`config.mk`:
```
export PLATFORM = sky130hd
export DESIGN_NAME = spi_top
export DESIGN_NICKNAME = d
export VERILOG_FILES = /design/src/logic/spi_ctrl_pkg.sv /design/src/logic/spi_word_pkg.sv /design/src/logic/spi_sck_if.sv /design/src/logic/spi_top.sv /design/src/logic/spi_master.sv /design/src/logic/spi_sck_gen.sv
export VERILOG_INCLUDE_DIRS = /design/src /design/src/logic
export SDC_FILE = /design/constraint.sdc
export NUM_CORES = 1
export LEC_CHECK = 0
export ABC_AREA = 1
export BUFFER_PORTS_ARGS = -buffer_cell sky130_fd_sc_hd__buf_2
export CAP_MARGIN = 20
export CORE_MARGIN = 4
export CORE_UTILIZATION = 25
export DETAILED_ROUTE_END_ITERATION = 7
export GPL_ROUTABILITY_DRIVEN = 1
export SYNTH_ARGS = -nofsm -noshare
export SYNTH_HDL_FRONTEND = slang
export SYNTH_HIERARCHICAL = 1
export SYNTH_SLANG_ARGS = --single-unit
```
`constraint.sdc`:
```
create_clock -name CLK50MHZ -period 2 [get_ports CLK50MHZ]
set_clock_uncertainty 0.05 [all_clocks]
set_input_delay 0.2 -clock CLK50MHZ [delete_from_list [all_inputs] [get_ports CLK50MHZ]]
set_output_delay 0.2 -clock CLK50MHZ [all_outputs]
set_load 0.02 [all_outputs]
```
`src/logic/spi_defs.svh`:
```
`ifndef SPI_DEFS_SVH
`define SPI_DEFS_SVH

////////////////////////////////////////////////////////////
// SPI master defaults
////////////////////////////////////////////////////////////

// Default parallel word width in bits
`define SPI_WIDTH 32

// System clocks per SCK half period
`define SPI_DIV 2

// Bit index width, room to count up to SPI_WIDTH + 1
`define SPI_IDX_W ($clog2(`SPI_WIDTH + 2))

`endif
```
`src/logic/spi_ctrl_pkg.sv`:
```
`default_nettype none

////////////////////////////////////////////////////////////
// Control types
////////////////////////////////////////////////////////////

package spi_ctrl_pkg;

	// Shift engine states
	typedef enum logic [1:0] {
		st_idle,
		st_shift,
		st_done
	} spi_state_t;

endpackage

`default_nettype wire

```
`src/logic/spi_word_pkg.sv`:
```
`default_nettype none

`include "spi_defs.svh"

////////////////////////////////////////////////////////////
// Data path types
////////////////////////////////////////////////////////////

package spi_word_pkg;

	// Parallel word as seen by the user side
	typedef logic [`SPI_WIDTH-1:0] spi_word_t;

	// Bit count within one frame
	typedef logic [`SPI_IDX_W-1:0] spi_idx_t;

endpackage

`default_nettype wire

```
`src/logic/spi_sck_if.sv`:
```
`timescale 1ns/1ps
`default_nettype none

////////////////////////////////////////////////////////////
// Serial clock bus between divider and shift engine
////////////////////////////////////////////////////////////

interface spi_sck_if;

	// Divider enable, high for the duration of a frame
	logic run;

	// Divided clock level
	logic sck;

	// One-cycle strobes, valid in the cycle sck changes
	logic rise;
	logic fall;

	// Clock divider side
	modport source (
		input  run,
		output sck,
		output rise,
		output fall
	);

	// Shift engine side
	modport engine (
		output run,
		input  sck,
		input  rise,
		input  fall
	);

endinterface

`default_nettype wire

```
`src/logic/spi_top.sv`:
```
`timescale 1ns/1ps
`default_nettype none

`include "spi_defs.svh"

module spi_top #(
	parameter int WIDTH = `SPI_WIDTH,
	parameter int DIV   = `SPI_DIV
) (
	input  logic                    CLK50MHZ,
	input  logic                    RST,

	// User side
	input  logic                    trig,
	input  spi_word_pkg::spi_word_t data_in,
	output spi_word_pkg::spi_word_t data_out,
	output logic                    done,

	// Serial lines to the slave
	output logic                    spi_sck,
	output logic                    spi_cs,
	output logic                    spi_mosi,
	input  logic                    spi_miso
);

	// Clock bus between divider and engine
	spi_sck_if sck_bus ();

	////////////////////////////////////////////////////////////
	// Conditional SCK divider
	////////////////////////////////////////////////////////////

	spi_sck_gen #(
		.DIV(DIV)
	) sck_gen0 (
		.CLK50MHZ (CLK50MHZ),
		.RST      (RST),
		.sck      (sck_bus.source)
	);

	////////////////////////////////////////////////////////////
	// Shift engine
	////////////////////////////////////////////////////////////

	spi_master #(
		.WIDTH(WIDTH)
	) master0 (
		.CLK50MHZ (CLK50MHZ),
		.RST      (RST),
		.trig     (trig),
		.data_in  (data_in),
		.data_out (data_out),
		.done     (done),
		.spi_cs   (spi_cs),
		.spi_mosi (spi_mosi),
		.spi_miso (spi_miso),
		.sck      (sck_bus.engine)
	);

	// Pin level comes straight from the divider
	assign spi_sck = sck_bus.sck;

endmodule

`default_nettype wire

```
`src/logic/spi_master.sv`:
```
`timescale 1ns/1ps
`default_nettype none

`include "spi_defs.svh"

module spi_master #(
	parameter int WIDTH = `SPI_WIDTH
) (
	input  logic                    CLK50MHZ,
	input  logic                    RST,

	// User side
	input  logic                    trig,
	input  spi_word_pkg::spi_word_t data_in,
	output spi_word_pkg::spi_word_t data_out,
	output logic                    done,

	// Serial lines
	output logic                    spi_cs,
	output logic                    spi_mosi,
	input  logic                    spi_miso,

	// Divider control and strobes
	spi_sck_if.engine               sck
);

	import spi_word_pkg::*;
	import spi_ctrl_pkg::*;

	spi_state_t       state;
	logic [WIDTH-1:0] shreg;
	spi_idx_t         bit_cnt;
	logic             start;
	logic             last_fall;

	////////////////////////////////////////////////////////////
	// Frame control
	////////////////////////////////////////////////////////////

	// Trigger only counts while idle
	assign start = (state == st_idle) && trig;

	// Falling edge that follows the last sampled bit
	assign last_fall = (state == st_shift) && sck.fall &&
		(bit_cnt == spi_idx_t'(WIDTH));

	// Divider stops in the very cycle of the last fall strobe,
	// so no extra SCK edge can follow even with a divider of one
	assign sck.run = (state == st_shift) && !last_fall;

	assign done = (state == st_done);

	always_ff @(posedge CLK50MHZ) begin
		if (RST) begin
			state <= st_idle;
		end else begin
			case (state)
				st_idle: begin
					if (trig) begin
						state <= st_shift;
					end
				end
				st_shift: begin
					if (last_fall) begin
						state <= st_done;
					end
				end
				st_done: begin
					state <= st_idle;
				end
				default: begin
					state <= st_idle;
				end
			endcase
		end
	end

	////////////////////////////////////////////////////////////
	// Bit counter
	////////////////////////////////////////////////////////////

	// Counts rise strobes, cleared outside a frame
	always_ff @(posedge CLK50MHZ) begin
		if (RST) begin
			bit_cnt <= '0;
		end else if (state != st_shift) begin
			bit_cnt <= '0;
		end else if (sck.rise) begin
			bit_cnt <= bit_cnt + spi_idx_t'(1);
		end
	end

	////////////////////////////////////////////////////////////
	// Shift register
	////////////////////////////////////////////////////////////

	// MSB feeds MOSI, MISO enters at the LSB on each rise
	always_ff @(posedge CLK50MHZ) begin
		if (start) begin
			shreg <= data_in[WIDTH-1:0];
		end else if ((state == st_shift) && sck.rise) begin
			shreg <= {shreg[WIDTH-2:0], spi_miso};
		end
	end

	// Received word, kept until the next frame ends
	always_ff @(posedge CLK50MHZ) begin
		if (RST) begin
			data_out <= '0;
		end else if (last_fall) begin
			data_out <= spi_word_t'(shreg);
		end
	end

	////////////////////////////////////////////////////////////
	// Serial outputs
	////////////////////////////////////////////////////////////

	// First bit goes out with CS, the rest on fall strobes
	always_ff @(posedge CLK50MHZ) begin
		if (RST) begin
			spi_mosi <= 1'b0;
		end else if (start) begin
			spi_mosi <= data_in[WIDTH-1];
		end else if ((state == st_shift) && sck.fall && !last_fall) begin
			spi_mosi <= shreg[WIDTH-1];
		end else if (state == st_done) begin
			spi_mosi <= 1'b0;
		end
	end

	// Chip select low from start until after the done cycle
	always_ff @(posedge CLK50MHZ) begin
		if (RST) begin
			spi_cs <= 1'b1;
		end else if (start) begin
			spi_cs <= 1'b0;
		end else if (state == st_done) begin
			spi_cs <= 1'b1;
		end
	end

endmodule

`default_nettype wire

```
`src/logic/spi_sck_gen.sv`:
```
`timescale 1ns/1ps
`default_nettype none

`include "spi_defs.svh"

module spi_sck_gen #(
	parameter int DIV = `SPI_DIV
) (
	input logic       CLK50MHZ,
	input logic       RST,
	spi_sck_if.source sck
);

	// Counter wide enough for DIV - 1, at least one bit
	localparam int CNT_W = (DIV > 1) ? $clog2(DIV) : 1;
	localparam logic [CNT_W-1:0] CNT_LAST = CNT_W'(DIV - 1);

	logic [CNT_W-1:0] cnt;
	logic             wrap;
	logic             level;
	logic             rise_q;
	logic             fall_q;

	// Half period is over
	assign wrap = (cnt == CNT_LAST);

	////////////////////////////////////////////////////////////
	// Half-period counter
	////////////////////////////////////////////////////////////

	always_ff @(posedge CLK50MHZ) begin
		if (RST) begin
			cnt <= '0;
		end else if (!sck.run) begin
			cnt <= '0;
		end else if (wrap) begin
			cnt <= '0;
		end else begin
			cnt <= cnt + 1'b1;
		end
	end

	////////////////////////////////////////////////////////////
	// SCK level and edge strobes
	////////////////////////////////////////////////////////////

	// Strobes are registered together with the toggle,
	// so they are high in the first cycle of the new level
	always_ff @(posedge CLK50MHZ) begin
		if (RST) begin
			level  <= 1'b0;
			rise_q <= 1'b0;
			fall_q <= 1'b0;
		end else if (!sck.run) begin
			// Idle low between frames
			level  <= 1'b0;
			rise_q <= 1'b0;
			fall_q <= 1'b0;
		end else if (wrap) begin
			level  <= ~level;
			rise_q <= ~level;
			fall_q <= level;
		end else begin
			rise_q <= 1'b0;
			fall_q <= 1'b0;
		end
	end

	assign sck.sck  = level;
	assign sck.rise = rise_q;
	assign sck.fall = fall_q;

endmodule

`default_nettype wire

```
==> flow_metrics.env <==
export IMPL_fmaxAchievable_mhz=593
export IMPL_port_buffers=71
export IMPL_initial_utilization=0.259
export IMPL_ys_types=24
export IMPL_reg2reg_from="master0/bit_cnt[0]$_SDFFE_PP0P_"
export IMPL_initialDrtViolationCount=122
export IMPL_postPlaceCellArea_sq_um=3630
export IMPL_drc_errors=0
export IMPL_grtUsageTotal=0.100
export IMPL_overflow=0
export IMPL_postSynthCellCount=365
export IMPL_critPathRequiredTime_ns=2.17
export IMPL_hold_viol=0
export IMPL_critPathMaxFanout=35
export IMPL_cts_tree="yes"
export IMPL_ir_worst_vdd_mv=0.376
export IMPL_reg2reg_depth=8
export IMPL_post_cts_setup_buffers=0
export IMPL_dp_cells=592
export IMPL_fin_crit_sh=0.843
export IMPL_muxShareOfSynthArea=0
export IMPL_drive_above_1_share=0.227
export IMPL_cts_resized=0
export IMPL_synth_avg_cell_area_sq_um=8.62
export IMPL_synth_compound_area_share=0.0692
export IMPL_hold_start="RST"
export IMPL_dieArea_sq_um=14500
export IMPL_power_density_nw_per_um2=915
export IMPL_grt_pass1_vias=2407
export IMPL_antenna_found_initial=0
export IMPL_r2r_end="master0/data_out[5]$_SDFFE_PP0P_"
export IMPL_rrSetupSlack_ns=0.31
export IMPL_fin_tns_setup_ns=0
export IMPL_synth_xor_area_frac=0
export IMPL_row_count=40
export IMPL_via_count=2490
export IMPL_hold_class="in2reg"
export IMPL_layout_common_cells="114 x nand2_1, 76 x nor2_1, 71 x buf_2, 46 x dfxtp_1, 32 x edfxtp_1"
export IMPL_yosysSeqAreaShare=0.598
export IMPL_grt_first_pass_wirelength_mm=11.5
export IMPL_finalPower_uw=3590
export IMPL_ios=72
export IMPL_ys_warn_count=6
export IMPL_clock_latency_ns=0.33
export IMPL_ys_ff_latch=78
export IMPL_critical_path_class="reg2reg"
export IMPL_core_area_sq_um=12200
export IMPL_start_kind="flip-flop"
export IMPL_hold_end="master0/state[0]$_SDFFE_PP0P_"
export IMPL_end_kind="flip-flop"
export IMPL_fin_nets=473
export IMPL_synth_nets=403
export IMPL_numCtsBuffers=9
export IMPL_die_x_microns=120
export IMPL_ctsHoldBuffers=0
export IMPL_synth_area_sq_um=3150
export IMPL_synthAdderAreaFrac=0.00795
export IMPL_maxSlewViolCount=0
export IMPL_min_path_cells=2
export IMPL_setup_viol=0
export IMPL_drv_cap=0
export IMPL_ant_nets=0
export IMPL_rsz0062_at_grt="no"
export IMPL_dp_hpwl_mm=5.02
export IMPL_cts_root_buf="clkbuf_16"
export IMPL_synthSimpleGateAreaFrac=0.260
export IMPL_routedWlPerCell_microns=11.8
export IMPL_routed_via_density=4.10
export IMPL_die_h_microns=120
export IMPL_syn2layout_area_growth_pct=24.6
export IMPL_grt_max_degree=36
export IMPL_period_needed_ns=1.69
export IMPL_synth_top_family_by_area="simple AND/OR/NAND/NOR gates"
export IMPL_cellLeakagePower_uw=0.00176
export IMPL_nFillCells=1274
export IMPL_htreeDepth=3
export IMPL_diodes=0
export IMPL_worst_slew_pin_slew_ns=0.407
export IMPL_clock_tree_buffer_depth=2
export IMPL_numClockSinks=78
export IMPL_wl_mm=7.15
export IMPL_stdcell_count=608
export IMPL_slew_headroom=0.728
export IMPL_pre_cts_ws_ns=0.329
export IMPL_final_common_cell="nand2_1"
export IMPL_setup_slack_ns=0.315
export IMPL_stdcell_area_sq_um=3920
export IMPL_clk_pin_slew_ns=0.06
export IMPL_gp_congestion=0.739
export IMPL_status="completed"
export IMPL_firstDrtPassIters=4
export IMPL_crit_arrival_ns=1.86
[per-stage QoR]
step	utilization	hold slack, ns
finish	0.323	0.0447
floorplan	-	0.219
CTS	0.323	0.0345
detailed placement	0.299	0.388
global route	0.323	0.0327
global placement	0.299	0.386
[sequential cells by signal, summed over array words and instances, names as in the netlist]
name,flops
master0/data_out,32
sck_gen0/sck.sck,1
sck_gen0/sck.rise,1
master0/state,2
sck_gen0/cnt,1
sck_gen0/sck.fall,1
master0/spi_cs,1
master0/bit_cnt,6
master0/shreg,32
master0/spi_mosi,1
[where the power goes]
part           internal, uW  total (uW)  switching (uW)
registers              1740        1780            32.0
logic                  86.3         235             148
clock network           961        1580             616
[cell type report]
class                      count  area [sq um]  share of cell area
clock inverter                 6          62.6              0.0159
inverter                      20          80.1              0.0204
clock buffer                  10           229              0.0584
multi-input combinational    251          1060               0.270
tap                          168           210              0.0536
sequential                    78          1880               0.480
timing repair buffer          75           398               0.101
[routing by layer]
layer,share of wire,global-route usage,routed length [microns],up-vias
li1,-,-,-,1299
met1,0.42,0.106,3020,1125
met2,0.50,0.180,3570,53
met3,0.059,0.0384,420,13
met4,0.019,0.0390,135,0
met5,0,0,0,-
[synth_stat cells]
cell type    n  area (sq um)
o21a_1       1          7.51
a21oi_1      8          40.0
nor2_2       3          18.8
ha_1         2          25.0
buf_2        6          30.0
o21ai_0     23           115
clkbuf_1     3          11.3
nand2_2      1          6.26
inv_1       17          63.8
nand3_1      6          30.0
nand2_1    114           428
nor2_4       2          22.5
edfxtp_1    32           961
nand2_4      1          11.3
nor2_1      76           285
buf_6        3          33.8
clkbuf_2     1          5.00
buf_8        3          45.0
inv_2        2          7.51
nor3_1       2          10.0
o21ai_1     11          55.1
and3_1       1          6.26
dfxtp_1     46           921
inv_6        1          8.76
[worst max path at each step]
stage	startpoint	slack (ns)	endpoint
finish	master0/bit_cnt[0]$_SDFFE_PP0P_	0.31	master0/data_out[5]$_SDFFE_PP0P_
global placement	master0/bit_cnt[0]$_SDFFE_PP0P_	0.40	master0/data_out[24]$_SDFFE_PP0P_
floorplan	master0/state[0]$_SDFFE_PP0P_	0.02	master0/shreg[0]$_DFFE_PP_
detailed placement	master0/bit_cnt[0]$_SDFFE_PP0P_	0.33	master0/data_out[5]$_SDFFE_PP0P_
global route	master0/bit_cnt[0]$_SDFFE_PP0P_	0.14	sck_gen0/sck.fall$_SDFF_PP0_
CTS	master0/bit_cnt[0]$_SDFFE_PP0P_	0.31	master0/data_out[5]$_SDFFE_PP0P_
[critical path, stage by stage, from the launching register on]
cell	delay, ns
dfxtp_1	0.40
inv_1	0.07
ha_1	0.22
nand2_2	0.09
nor2_4	0.04
nand2_4	0.31
inv_6	0.18
nor2_1	0.14
nor2_1	0.06
[logic make-up (layout without fill, tap and decap cells)]
kind of cell,after synthesis,in the layout
DFF,78,78
AOI/OAI and AO/OA,43,43
and+or+nand+nor,206,206
buffers and inverters,36,111
adders and majority gates,2,2
No activity file was read; power rests on OpenSTA's default activity.
